$ cat src/source/shop_pkg.sv
package shop_pkg;

	typedef logic [15:0] money_t;
	typedef logic [5:0]  item_num_t;
	typedef logic [11:0] exp_t;
	typedef logic [7:0]  user_id_t;

	typedef enum logic [1:0] {
		item_none,
		item_small,
		item_medium,
		item_large
	} item_id_e;

	typedef enum logic [1:0] {
		lvl_platinum = 2'd0,
		lvl_gold     = 2'd1,
		lvl_silver   = 2'd2,
		lvl_copper   = 2'd3
	} level_e;

	// codes other than buy and deposit are ignored
	typedef enum logic [3:0] {
		act_none    = 4'd0,
		act_buy     = 4'd1,
		act_deposit = 4'd4
	} action_e;

	typedef enum logic [3:0] {
		no_err         = 4'd0,
		inv_not_enough = 4'd2,
		out_of_money   = 4'd3,
		inv_full       = 4'd4,
		wallet_full    = 4'd8
	} err_e;

	typedef struct packed {
		item_num_t large_num;
		item_num_t medium_num;
		item_num_t small_num;
		level_e    level;
		exp_t      exp;
	} shop_info_t;

	typedef struct packed {
		item_id_e  item_id;
		item_num_t item_num;
		user_id_t  seller_id;
	} shop_hist_t;

	typedef struct packed {
		money_t     money;
		shop_hist_t shop_history;
	} user_info_t;

	// shop half sits in the upper memory word
	typedef struct packed {
		shop_info_t shop;
		user_info_t user;
	} account_t;

	typedef union packed {
		money_t money;
		struct packed {
			logic [7:0] pad;
			user_id_t   val;
		} id;
		struct packed {
			logic [11:0] pad;
			action_e     val;
		} action;
		struct packed {
			logic [13:0] pad;
			item_id_e    val;
		} item;
		struct packed {
			logic [9:0] pad;
			item_num_t  val;
		} count;
	} data_in_t;

	typedef enum logic [3:0] {
		s_idle,
		s_user_req,
		s_user_wait,
		s_input,
		s_seller_req,
		s_seller_wait,
		s_buy_calc,
		s_dep_calc,
		s_seller_wr,
		s_seller_wr_wait,
		s_user_wr,
		s_user_wr_wait,
		s_out
	} state_e;

	localparam money_t price_small  = 16'd100;
	localparam money_t price_medium = 16'd200;
	localparam money_t price_large  = 16'd300;

	localparam money_t fee_platinum = 16'd10;
	localparam money_t fee_gold     = 16'd30;
	localparam money_t fee_silver   = 16'd50;
	localparam money_t fee_copper   = 16'd70;

	localparam exp_t exp_small  = 12'd20;
	localparam exp_t exp_medium = 12'd40;
	localparam exp_t exp_large  = 12'd60;

	localparam exp_t exp_to_silver   = 12'd1000;
	localparam exp_t exp_to_gold     = 12'd2500;
	localparam exp_t exp_to_platinum = 12'd4000;

	localparam money_t money_max = 16'd65535;

	localparam int dram_word_bits = 64;

endpackage

$ cat src/source/account_bus_if.sv
`timescale 1ns/1ps

interface account_bus_if;
	import shop_pkg::*;

	logic     req_valid;
	logic     req_write;
	user_id_t req_addr;
	account_t req_data;
	logic     resp_valid;
	account_t resp_data;

	modport core (
		output req_valid,
		output req_write,
		output req_addr,
		output req_data,
		input  resp_valid,
		input  resp_data
	);

	modport port (
		input  req_valid,
		input  req_write,
		input  req_addr,
		input  req_data,
		output resp_valid,
		output resp_data
	);

endinterface

$ cat src/source/dram_port.sv
`timescale 1ns/1ps

module dram_port (
	input  logic                                 clk,
	input  logic                                 inf,
	account_bus_if.port                          bus,
	input  logic                                 c_out_valid,
	input  logic [shop_pkg::dram_word_bits-1:0]  c_data_r,
	output logic                                 c_in_valid,
	output logic                                 c_r_wb,
	output shop_pkg::user_id_t                   c_addr,
	output logic [shop_pkg::dram_word_bits-1:0]  c_data_w
);

	// memory keeps each 32-bit half in reversed byte order
	function automatic logic [31:0] swap_bytes(input logic [31:0] w);
		return {w[7:0], w[15:8], w[23:16], w[31:24]};
	endfunction

	assign bus.resp_valid = c_out_valid;
	assign bus.resp_data  = {swap_bytes(c_data_r[63:32]), swap_bytes(c_data_r[31:0])};

	always_ff @(posedge clk or negedge inf) begin
		if (!inf) begin
			c_in_valid <= 1'b0;
			c_r_wb     <= 1'b0;
			c_addr     <= '0;
		end else begin
			c_in_valid <= bus.req_valid;
			// high only alongside a read strobe
			c_r_wb     <= bus.req_valid && !bus.req_write;
			c_addr     <= bus.req_addr;
		end
	end

	always_ff @(posedge clk) begin
		if (bus.req_valid) begin
			c_data_w <= {swap_bytes(bus.req_data.shop), swap_bytes(bus.req_data.user)};
		end
	end

endmodule

$ cat src/source/shop_fsm.sv
`timescale 1ns/1ps

module shop_fsm (
	input  logic               clk,
	input  logic               inf,
	input  logic               id_valid,
	input  logic               act_valid,
	input  logic               amnt_valid,
	input  shop_pkg::action_e  action,
	input  logic               calc_ok,
	account_bus_if.core        bus,
	output shop_pkg::state_e   state,
	output shop_pkg::action_e  cur_action
);
	import shop_pkg::*;

	state_e next_state;
	logic   last_seen;
	logic   last_now;

	// seller id or amount may arrive while the user read is still pending
	assign last_now = last_seen || id_valid || amnt_valid;

	always_ff @(posedge clk or negedge inf) begin
		if (!inf) begin
			last_seen <= 1'b0;
		end else if (state == s_idle) begin
			last_seen <= 1'b0;
		end else if (id_valid || amnt_valid) begin
			last_seen <= 1'b1;
		end
	end

	always_ff @(posedge clk or negedge inf) begin
		if (!inf) begin
			cur_action <= act_none;
		end else if (state == s_idle) begin
			cur_action <= act_none;
		end else if (act_valid && (action == act_buy || action == act_deposit)) begin
			cur_action <= action;
		end
	end

	always_ff @(posedge clk or negedge inf) begin
		if (!inf) begin
			state <= s_idle;
		end else begin
			state <= next_state;
		end
	end

	always_comb begin
		next_state = state;
		case (state)
			s_idle:
				if (id_valid)
					next_state = s_user_req;
			s_user_req:
				next_state = s_user_wait;
			s_user_wait:
				if (bus.resp_valid)
					next_state = s_input;
			s_input:
				if (last_now) begin
					if (cur_action == act_buy)
						next_state = s_seller_req;
					else if (cur_action == act_deposit)
						next_state = s_dep_calc;
				end
			s_seller_req:
				next_state = s_seller_wait;
			s_seller_wait:
				if (bus.resp_valid)
					next_state = s_buy_calc;
			s_buy_calc:
				next_state = calc_ok ? s_seller_wr : s_out;
			s_dep_calc:
				next_state = calc_ok ? s_user_wr : s_out;
			s_seller_wr:
				next_state = s_seller_wr_wait;
			s_seller_wr_wait:
				if (bus.resp_valid)
					next_state = s_user_wr;
			s_user_wr:
				next_state = s_user_wr_wait;
			s_user_wr_wait:
				if (bus.resp_valid)
					next_state = s_out;
			s_out:
				next_state = s_idle;
			default:
				next_state = s_idle;
		endcase
	end

	// one request per request state, then hold in the matching wait
	assign bus.req_valid = (state == s_user_req) || (state == s_seller_req) ||
		(state == s_seller_wr) || (state == s_user_wr);
	assign bus.req_write = (state == s_seller_wr) || (state == s_user_wr);

endmodule

$ cat src/source/account_store.sv
`timescale 1ns/1ps

module account_store (
	input  logic                 clk,
	input  logic                 inf,
	input  shop_pkg::state_e     state,
	input  shop_pkg::data_in_t   data_in,
	input  logic                 id_valid,
	input  logic                 item_valid,
	input  logic                 num_valid,
	input  logic                 amnt_valid,
	account_bus_if.core          bus,
	input  shop_pkg::account_t   next_user,
	input  shop_pkg::account_t   next_seller,
	input  shop_pkg::err_e       calc_err,
	output shop_pkg::account_t   user,
	output shop_pkg::account_t   seller,
	output shop_pkg::item_id_e   item,
	output shop_pkg::item_num_t  count,
	output shop_pkg::money_t     amount,
	output shop_pkg::user_id_t   seller_id,
	output shop_pkg::user_id_t   user_id,
	output logic                 out_valid,
	output logic                 complete,
	output shop_pkg::err_e       err_msg,
	output logic [31:0]          out_info
);
	import shop_pkg::*;

	logic        in_calc;
	err_e        err_hold;
	logic [31:0] info_hold;

	assign in_calc = (state == s_buy_calc) || (state == s_dep_calc);

	// first id of a transaction is the user, a later one the seller
	always_ff @(posedge clk) begin
		if (id_valid && state == s_idle)
			user_id <= data_in.id.val;
		if (id_valid && state != s_idle)
			seller_id <= data_in.id.val;
		if (item_valid)
			item <= data_in.item.val;
		if (num_valid)
			count <= data_in.count.val;
		if (amnt_valid)
			amount <= data_in.money;
	end

	always_ff @(posedge clk) begin
		if (state == s_user_wait && bus.resp_valid)
			user <= bus.resp_data;
		else if (in_calc && calc_err == no_err)
			user <= next_user;

		if (state == s_seller_wait && bus.resp_valid)
			seller <= bus.resp_data;
		else if (in_calc && calc_err == no_err)
			seller <= next_seller;
	end

	always_ff @(posedge clk) begin
		if (in_calc)
			err_hold <= calc_err;
		if (state == s_buy_calc)
			info_hold <= next_user.user;
		else if (state == s_dep_calc)
			info_hold <= {16'd0, next_user.user.money};
	end

	assign bus.req_addr = (state == s_seller_req || state == s_seller_wr) ? seller_id : user_id;
	assign bus.req_data = (state == s_seller_wr) ? seller : user;

	// result fields are zero outside the out_valid cycle
	always_ff @(posedge clk or negedge inf) begin
		if (!inf) begin
			out_valid <= 1'b0;
			complete  <= 1'b0;
			err_msg   <= no_err;
			out_info  <= '0;
		end else if (state == s_out) begin
			out_valid <= 1'b1;
			complete  <= (err_hold == no_err);
			err_msg   <= err_hold;
			out_info  <= (err_hold == no_err) ? info_hold : '0;
		end else begin
			out_valid <= 1'b0;
			complete  <= 1'b0;
			err_msg   <= no_err;
			out_info  <= '0;
		end
	end

endmodule

$ cat src/source/trade_calc.sv
`timescale 1ns/1ps

module trade_calc (
	input  shop_pkg::action_e    action,
	input  shop_pkg::account_t   user,
	input  shop_pkg::account_t   seller,
	input  shop_pkg::item_id_e   item,
	input  shop_pkg::item_num_t  count,
	input  shop_pkg::money_t     amount,
	input  shop_pkg::user_id_t   seller_id,
	output shop_pkg::account_t   next_user,
	output shop_pkg::account_t   next_seller,
	output shop_pkg::err_e       calc_err,
	output logic                 calc_ok
);
	import shop_pkg::*;

	money_t      unit_price;
	money_t      fee;
	exp_t        unit_exp;
	item_num_t   user_cnt;
	item_num_t   seller_cnt;
	logic [6:0]  user_sum;
	logic [16:0] price_total;
	logic [16:0] cost_total;
	logic [16:0] seller_sum;
	logic [16:0] dep_sum;
	logic [12:0] exp_sum;
	level_e      new_level;
	exp_t        new_exp;
	account_t    buy_user;
	account_t    buy_seller;
	account_t    dep_user;
	err_e        buy_err;

	always_comb begin
		case (item)
			item_small:  begin unit_price = price_small;  unit_exp = exp_small; end
			item_medium: begin unit_price = price_medium; unit_exp = exp_medium; end
			item_large:  begin unit_price = price_large;  unit_exp = exp_large; end
			default:     begin unit_price = '0;           unit_exp = '0; end
		endcase
		case (item)
			item_small:  begin user_cnt = user.shop.small_num;  seller_cnt = seller.shop.small_num; end
			item_medium: begin user_cnt = user.shop.medium_num; seller_cnt = seller.shop.medium_num; end
			item_large:  begin user_cnt = user.shop.large_num;  seller_cnt = seller.shop.large_num; end
			default:     begin user_cnt = '0;                   seller_cnt = '0; end
		endcase
		case (user.shop.level)
			lvl_platinum: fee = fee_platinum;
			lvl_gold:     fee = fee_gold;
			lvl_silver:   fee = fee_silver;
			default:      fee = fee_copper;
		endcase
	end

	assign user_sum    = 7'(user_cnt) + 7'(count);
	assign price_total = unit_price * count;
	assign cost_total  = price_total + fee;
	assign seller_sum  = seller.user.money + price_total;
	assign exp_sum     = 13'(user.shop.exp) + 13'(count) * 13'(unit_exp);
	assign dep_sum     = user.user.money + amount;

	// one level step per buy, exp restarts from zero
	always_comb begin
		new_level = user.shop.level;
		new_exp   = exp_sum[11:0];
		case (user.shop.level)
			lvl_copper:
				if (exp_sum >= 13'(exp_to_silver)) begin
					new_level = lvl_silver;
					new_exp   = '0;
				end
			lvl_silver:
				if (exp_sum >= 13'(exp_to_gold)) begin
					new_level = lvl_gold;
					new_exp   = '0;
				end
			lvl_gold:
				if (exp_sum >= 13'(exp_to_platinum)) begin
					new_level = lvl_platinum;
					new_exp   = '0;
				end
			default:
				new_exp = '0;
		endcase
	end

	always_comb begin
		buy_user   = user;
		buy_seller = seller;
		case (item)
			item_small: begin
				buy_user.shop.small_num   = user.shop.small_num + count;
				buy_seller.shop.small_num = seller.shop.small_num - count;
			end
			item_medium: begin
				buy_user.shop.medium_num   = user.shop.medium_num + count;
				buy_seller.shop.medium_num = seller.shop.medium_num - count;
			end
			item_large: begin
				buy_user.shop.large_num   = user.shop.large_num + count;
				buy_seller.shop.large_num = seller.shop.large_num - count;
			end
			default: ;
		endcase
		buy_user.shop.level                  = new_level;
		buy_user.shop.exp                    = new_exp;
		buy_user.user.money                  = user.user.money - cost_total[15:0];
		buy_user.user.shop_history.item_id   = item;
		buy_user.user.shop_history.item_num  = count;
		buy_user.user.shop_history.seller_id = seller_id;
		// seller never gets the fee
		buy_seller.user.money = (seller_sum > 17'(money_max)) ? money_max : seller_sum[15:0];
	end

	// priority: inventory overflow, seller stock, then money
	always_comb begin
		if (user_sum[6])
			buy_err = inv_full;
		else if (seller_cnt < count)
			buy_err = inv_not_enough;
		else if (cost_total > 17'(user.user.money))
			buy_err = out_of_money;
		else
			buy_err = no_err;
	end

	always_comb begin
		dep_user            = user;
		dep_user.user.money = dep_sum[15:0];
	end

	always_comb begin
		case (action)
			act_buy: begin
				next_user   = buy_user;
				next_seller = buy_seller;
				calc_err    = buy_err;
			end
			act_deposit: begin
				next_user   = dep_user;
				next_seller = seller;
				calc_err    = (dep_sum > 17'(money_max)) ? wallet_full : no_err;
			end
			default: begin
				next_user   = user;
				next_seller = seller;
				calc_err    = no_err;
			end
		endcase
	end

	assign calc_ok = (calc_err == no_err);

endmodule

$ cat src/source/online_shop.sv
`timescale 1ns/1ps

module online_shop (
	input  logic                                 clk,
	input  logic                                 inf,
	input  shop_pkg::data_in_t                   data_in,
	input  logic                                 id_valid,
	input  logic                                 act_valid,
	input  logic                                 item_valid,
	input  logic                                 num_valid,
	input  logic                                 amnt_valid,
	input  logic                                 c_out_valid,
	input  logic [shop_pkg::dram_word_bits-1:0]  c_data_r,
	output logic                                 c_in_valid,
	output logic                                 c_r_wb,
	output shop_pkg::user_id_t                   c_addr,
	output logic [shop_pkg::dram_word_bits-1:0]  c_data_w,
	output logic                                 out_valid,
	output shop_pkg::err_e                       err_msg,
	output logic                                 complete,
	output logic [31:0]                          out_info
);
	import shop_pkg::*;

	state_e    state;
	action_e   cur_action;
	logic      calc_ok;
	err_e      calc_err;
	account_t  user;
	account_t  seller;
	account_t  next_user;
	account_t  next_seller;
	item_id_e  item;
	item_num_t count;
	money_t    amount;
	user_id_t  seller_id;
	user_id_t  user_id;

	account_bus_if acc_bus ();

	shop_fsm u_fsm (
		.clk        (clk),
		.inf        (inf),
		.id_valid   (id_valid),
		.act_valid  (act_valid),
		.amnt_valid (amnt_valid),
		.action     (data_in.action.val),
		.calc_ok    (calc_ok),
		.bus        (acc_bus.core),
		.state      (state),
		.cur_action (cur_action)
	);

	account_store u_store (
		.clk         (clk),
		.inf         (inf),
		.state       (state),
		.data_in     (data_in),
		.id_valid    (id_valid),
		.item_valid  (item_valid),
		.num_valid   (num_valid),
		.amnt_valid  (amnt_valid),
		.bus         (acc_bus.core),
		.next_user   (next_user),
		.next_seller (next_seller),
		.calc_err    (calc_err),
		.user        (user),
		.seller      (seller),
		.item        (item),
		.count       (count),
		.amount      (amount),
		.seller_id   (seller_id),
		.user_id     (user_id),
		.out_valid   (out_valid),
		.complete    (complete),
		.err_msg     (err_msg),
		.out_info    (out_info)
	);

	trade_calc u_calc (
		.action      (cur_action),
		.user        (user),
		.seller      (seller),
		.item        (item),
		.count       (count),
		.amount      (amount),
		.seller_id   (seller_id),
		.next_user   (next_user),
		.next_seller (next_seller),
		.calc_err    (calc_err),
		.calc_ok     (calc_ok)
	);

	dram_port u_port (
		.clk         (clk),
		.inf         (inf),
		.bus         (acc_bus.port),
		.c_out_valid (c_out_valid),
		.c_data_r    (c_data_r),
		.c_in_valid  (c_in_valid),
		.c_r_wb      (c_r_wb),
		.c_addr      (c_addr),
		.c_data_w    (c_data_w)
	);

endmodule

$ cat config.mk
export PLATFORM = sky130hd
export DESIGN_NAME = online_shop
export DESIGN_NICKNAME = d
export VERILOG_FILES = /design/src/source/shop_pkg.sv /design/src/source/account_bus_if.sv /design/src/source/dram_port.sv /design/src/source/shop_fsm.sv /design/src/source/account_store.sv /design/src/source/trade_calc.sv /design/src/source/online_shop.sv
export SDC_FILE = /design/constraint.sdc
export NUM_CORES = 1
export LEC_CHECK = 0
export BUFFER_PORTS_ARGS = -buffer_cell sky130_fd_sc_hd__clkbuf_2
export CAP_MARGIN = 10
export CELL_PAD_IN_SITES_DETAIL_PLACEMENT = 0
export CELL_PAD_IN_SITES_GLOBAL_PLACEMENT = 1
export CORE_ASPECT_RATIO = 0.8
export CORE_MARGIN = 2
export CORE_UTILIZATION = 49
export CTS_BUF_LIST = sky130_fd_sc_hd__clkbuf_4 sky130_fd_sc_hd__clkbuf_8
export DETAILED_ROUTE_END_ITERATION = 10
export HOLD_SLACK_MARGIN = 0.1
export PLACE_DENSITY = 0.79
export SLEW_MARGIN = 0
export SYNTH_ARGS = -nofsm -noshare
export SYNTH_HDL_FRONTEND = slang
export SYNTH_SLANG_ARGS = --single-unit
$ cat constraint.sdc
create_clock -name clk -period 7.9 [get_ports clk]
set_input_delay 0.395 -clock clk [delete_from_list [all_inputs] [get_ports clk]]
set_output_delay 0.395 -clock clk [all_outputs]
set_load 0.05 [all_outputs]
* Word-level counts from Yosys, hierarchy flattened
Index checks and enable logic that the tools add are counted.
** Storage, ports and cells
- Word-level logic and storage cells :: 192
- Register bits :: 325
- Output and inout port bits :: 112
** Cells by class
- Add/subtract/negate cells :: 12
- Reductions and logical operators :: 47
- Multiplexer cells :: 55
- Magnitude comparators :: 7
- Equality and inequality tests :: 33
- $mul :: 2
** Operator list (count)
- $mux 64 :: 6
- $mux 32 :: 4
- $pmux 64 s2 :: 1
- $mux 4 :: 14
- $pmux 6 s3 :: 3
- $pmux 4 s12 :: 1
- $mux 12 :: 3
- $mux 6 :: 6
- $pmux 12 s3 :: 1
- $gt 17x16->1 const B :: 2
- $pmux 9 s3 :: 1
- $ge 13x12->1 const B :: 2
- $reduce_bool 2->1 :: 13
- $eq 4x3->1 const B :: 6
- $pmux 7 s3 :: 1
- $eq 4x4->1 const B :: 5
- $add 6x6->6 :: 3
- $sub 6x6->6 :: 3
- $add 16x16->17 :: 1
- $add 16x17->17 :: 1
- $add 17x7->17 :: 1
- $gt 17x16->1 :: 1
- $mux 16 :: 1
- $sub 16x16->16 :: 1
- other kinds (30) :: 75

* Logic depth before layout (Yosys ltp)
- Depth in word-level cells :: 13
- Gate-level depth with buffers :: 30
- Mapped depth without buffers :: 29

* Worst setup path before layout
Ideal clock, no wire load.
- Path type :: register to register
- From :: register u_store.item[1]
- To :: register, netlist name u_store.user[0]
- Path buffers :: 1
- Period minus slack after synthesis :: 7331 ps
- Arrival :: 6943 ps
- Cell stages (with the launch flop) :: 29
- Data required time :: 7512 ps
- Path slack :: 569 ps
- Path through :: edfxtp_1 clkbuf_1 inv_1 ha_1 nor2_1 nor2_1 inv_1 fa_1 inv_1 fa_1 inv_1 fa_1 inv_1 ha_1 nor2b_1 o21ai_0 nand2b_1 a311oi_1 xnor2_1 nand3_1 nor3_1 xnor2_1 ha_1 nand3_1 or4_1 o31ai_2 o211ai_1 a21oi_1 a21o_1
** On the way
- Longest elaborated chain between the ends :: 12
- Elaborated cells on any way between the ends :: 18
- Classes of those cells :: add/sub (2); mul (1); order compare (2); eq/ne (3); mux (7); reduce/logical (3)
** Ends and longest elaborated chain
- start: declaration :: RTL line account_store.sv:18 : output shop_pkg::item_id_e item,
- start signal: assignment :: RTL line account_store.sv:43 : item <= data_in.item.val;
- $eq 2x2->1 or $eq 2x1->1 (tied branches) :: RTL line trade_calc.sv:37, trade_calc.sv:43
- $pmux 9 s3 :: RTL line trade_calc.sv:37 : case (item)
- $mul 9x6->15 :: RTL line trade_calc.sv:58 : assign price_total = unit_price * count;
- $add 17x7->17 :: RTL line trade_calc.sv:59 : assign cost_total = price_total + fee;
- $gt 17x16->1 :: RTL line trade_calc.sv:123 : else if (cost_total > 17'(user.user.money))
- $mux 2 :: RTL line trade_calc.sv:123
- $mux 4 :: RTL line trade_calc.sv:121 : else if (seller_cnt < count)
- $mux 4 * :: RTL line trade_calc.sv:119 : if (user_sum[6])
- $pmux 4 s2 * :: RTL line trade_calc.sv:135 : case (action)
- $logic_not 4->1 * :: RTL line account_store.sv:53 : else if (in_calc && calc_err == no_err)
- $logic_and 1x1->1 * :: RTL line account_store.sv:53
- $reduce_bool 2->1 (no line) *
Every way passes the cells marked *; elsewhere a longest branch is shown, timed or not.
A chain may end at the register's enable or synchronous reset.

* Final worst setup path
- From :: register u_store.item[1]
- To :: register, netlist name u_store.seller[59]
** On the way
- Longest elaborated chain between the ends :: 13
- Elaborated cells on any way between the ends :: 20
- Classes of those cells :: add/sub (2); mul (1); order compare (2); eq/ne (3); mux (7); reduce/logical (5)
** Ends and longest elaborated chain
- $eq 2x2->1 (tied with other cells) :: RTL line trade_calc.sv:37, trade_calc.sv:43, trade_calc.sv:92
- $pmux 9 s3 :: RTL line trade_calc.sv:37
- $mul 9x6->15 :: RTL line trade_calc.sv:58
- $add 17x7->17 :: RTL line trade_calc.sv:59
- $gt 17x16->1 :: RTL line trade_calc.sv:123
- $mux 2 :: RTL line trade_calc.sv:123
- $mux 4 :: RTL line trade_calc.sv:121
- $mux 4 :: RTL line trade_calc.sv:119
- $pmux 4 s2 :: RTL line trade_calc.sv:135
- $logic_not 4->1 :: RTL line account_store.sv:58 : else if (in_calc && calc_err == no_err)
- $logic_and 1x1->1 :: RTL line account_store.sv:58
- $reduce_bool 2->1 (no line)
- $reduce_and 3->1 (no line) *
Marked as above.

==> results.yml <==
run_status:
  outcome: "finished clean"
pwr:
  vdd_drop_max_mv: 0.293
  p_per_area_mw_per_mm2: 409
  switchingPower_w: 0.00439
  pwr-share-comb_pct: 53.8
  p_leak_nw: 10.3
  pwr-share-seq_pct: 29.7
  swShare_pct: 46.1
  p_clk_share_pct: 16.5
  p_int_w: 0.00514
die:
  std_cell_rows: 65
  dieArea_mm2: 0.0418
  die_w_um: 228
  core-area_mm2: 0.0395
  die_h_um: 183
  pin_count: 200
  initial_core_util_pct: 49.8
setup_path:
  crit_slowest_cell: "fa_1"
  worstReg2RegStart: "u_store.item[1]"
  crit_arrival_ns: 7.67
  path_delay_family: "adder cells"
  crit_fanout: 6
  path_common_cell: "inv_1"
  end_kind: "flop"
  max_stage_delay_ns: 0.56
  path_class: "reg2reg"
  crit_buf_inv: 6
  start_kind: "flop"
  r2r_setup_slack_ns: 0.55
  r2r_end: "u_store.seller[59]"
  required_ns: 8.23
  r2r_cells: 29
drt:
  vias_per_cell: 5.62
  drc: 0
  drt-initial-drc-count: 1250
  wl_per_cell_um: 21.0
  postRouteAntennaNets: 0
  vias: 14900
  routed_wl_mm: 55.6
  dr.pass1.iters: 7
min_path:
  holdPathStages: 1
  hold_path.class: "in2reg"
  min_from: "data_in[0]"
  hold_end: "u_store.amount[0]"
timing:
  slew_violations: 0
  fin_crit_sh_pct: 93.0
  relSlewSlack_pct: 30.2
  worstMarginPinSlew_ns: 1.05
  rsz0062_at_grt: "no"
  timing.fmax_ghz: 0.136
  hold_viol: 0
  fin_skew_ns: 0.0312
  setup_violations: 0
  finalSetupTns_ns: 0
  setup_ws_ns: 0.552
  layout_min_cycle_time_ns: 7.35
synth:
  ys_top_cells_by_area: "edfxtp_1 (41%), ha_1 (11%), dfrtp_1 (7.3%), fa_1 (3.3%), mux2_2 (3.0%)"
  ys_seq_elements: 325
  ys_warn_count: 0
  synth_area_leader_cell: "edfxtp_1"
  synth_flop_cell: "edfxtp_1"
  synthArstFlopShare_pct: 17.5
  synth-edff-count: 268
  synth_top_area_share_pct: 40.9
  synth_most_common_cell: "edfxtp_1"
  syn_area_per_cell_um2: 11.2
  synth_area_mm2: 0.0197
  synth_seq_area_share_pct: 48.2
  syn_inst: 1761
  synth_cell_type_count: 84
  synth_nets: 2047
  synth_commonest_cells: "edfxtp_1 (268), ha_1 (166), nor2_1 (139)"
clock_network:
  path_clk_slew_ns: 0.06
  clockBufferDepth: 3
  cts_sinks: 325
  cts_tree: "yes"
  htreeDepth: 2
  cts-buffers-inserted: 54
  root_buffer: "clkbuf_8"
  clock_latency_ns: 0.66
global_routing:
  grt.busiest_layer: "met2"
  grt_pass1_wl_mm: 84.9
  grt_max_degree: 85
  grt_pass1_vias: 14600
  gr-total-overflow: 0
  grt_usage_pct: 26.6
  use_met1_pct: 38.1
  grt.met3_usage_pct: 5.67
  antenna_found_initial: 0
  grt_util_met2_pct: 39.8
finish:
  syn2layout_area_growth_pct: 18.6
  fin_nets: 2347
  antenna_cells: 0
  drive_gt1_share_pct: 19.7
  n_fill_cell: 3401
placed_design:
  dp_slack_ns: 0.247
  port_buffers: 199
  hpwl_mm: 40.5
  gp_congestion: 0.908
run:
  maxCapViolCount: 0
[placed cells by master, fill, tap and decap left out, types with 52 or more instances in the layout]
master / n
a21oi_1: 114
and2_1: 59
clkbuf_2: 199
clkbuf_8: 66
dfrtp_1: 57
dlygate4sd3_1: 81
edfxtp_1: 268
ha_1: 166
inv_1: 131
mux2_2: 53
nand2_1: 107
nor2_1: 138
o21ai_0: 67
xnor2_1: 52
[worst max-delay path by stage]
stage                    start            endpoint  slack, ns  cells past startpoint
6_report       u_store.item[1]  u_store.seller[59]       0.55                     29
5_1_grt        u_store.item[1]  u_store.seller[61]       0.02                     29
4_1_cts        u_store.item[1]    u_store.user[58]       0.21                     29
3_5_place_dp   u_store.item[1]    u_store.user[58]       0.25                     29
3_3_place_gp   u_store.item[1]    u_store.user[61]       0.41                     27
2_1_floorplan  u_store.item[1]     u_store.user[0]       0.57                     28
[flip-flops by register name (all words and copies together), names as in the netlist, 2 cells and up]
| signal | cells |
|---|---|
| u_store.err_hold | 4 |
| u_fsm.cur_action | 4 |
| u_store.amount | 16 |
| u_store.count | 6 |
| u_store.seller | 64 |
| u_store.out_info | 32 |
| u_port.c_data_w | 64 |
| u_store.err_msg | 4 |
| u_port.c_addr | 8 |
| u_fsm.state | 4 |
| u_store.item | 2 |
| u_store.user | 64 |
| u_store.user_id | 8 |
| u_store.info_hold | 32 |
| u_store.seller_id | 8 |
[timing repair]
action | in CTS | in global routing
resized for setup | 0 | 5
setup endpoints to repair | 0 | 98
hold buffers | 81 | 0
endpoints found under the hold margin | 203 | 0
buffers inserted | 0 | 1
[metrics by stage]
stage                     hold slack (ns)  instance area (um^2)  utilization (%)  total power (W)  std cells
final                               0.141                 23300             59.0          0.00953       2642
after global routing                0.119                 23300             59.0           0.0101       2642
after CTS                           0.105                 23300             58.9          0.00950       2641
after detailed placement            0.460                 21300             54.0          0.00784       2459
after global placement              0.461                 21300             54.0          0.00781       2459
after floorplan                    0.0994                 19700                -          0.00638       1761
[metal layers]
metal	vias up	share of wire, %
li1	7021	-
met1	7191	46
met2	541	43
met3	98	7.8
met4	0	3.3
met5	-	0
[cell type report]
| class | count | area, um^2 | share of cell area (%) |
|---|---|---|---|
| clock buffers | 83 | 1040 | 4.44 |
| clock inverters | 18 | 116 | 0.499 |
| inverters | 132 | 495 | 2.12 |
| multi-input cells | 1234 | 9470 | 40.6 |
| flip-flops and latches | 325 | 9470 | 40.6 |
| well taps | 536 | 671 | 2.87 |
| repair buffers | 314 | 2060 | 8.84 |
[cells by family after synthesis]
family,count (synthesis),synth area share [%]
and+or+nand+nor,460,11.5
muxes,90,4.92
adders and majority gates,198,13.8
AOI/OAI and AO/OA,396,13.6
xor gates and xnor gates,90,4.05
buffers and inverters,202,4.00
DFF,325,48.2
[power groups by stage]
stage / combinational (W) / clock (W) / sequential, W
2_1_floorplan: 0.00300 / 0 / 0.00338
3_3_place_gp: 0.00497 / 0 / 0.00284
3_5_place_dp: 0.00500 / 0 / 0.00285
4_1_cts: 0.00506 / 0.00162 / 0.00282
5_1_grt: 0.00556 / 0.00168 / 0.00287
6_report: 0.00513 / 0.00158 / 0.00283
(Power assumes the default switching activity.)
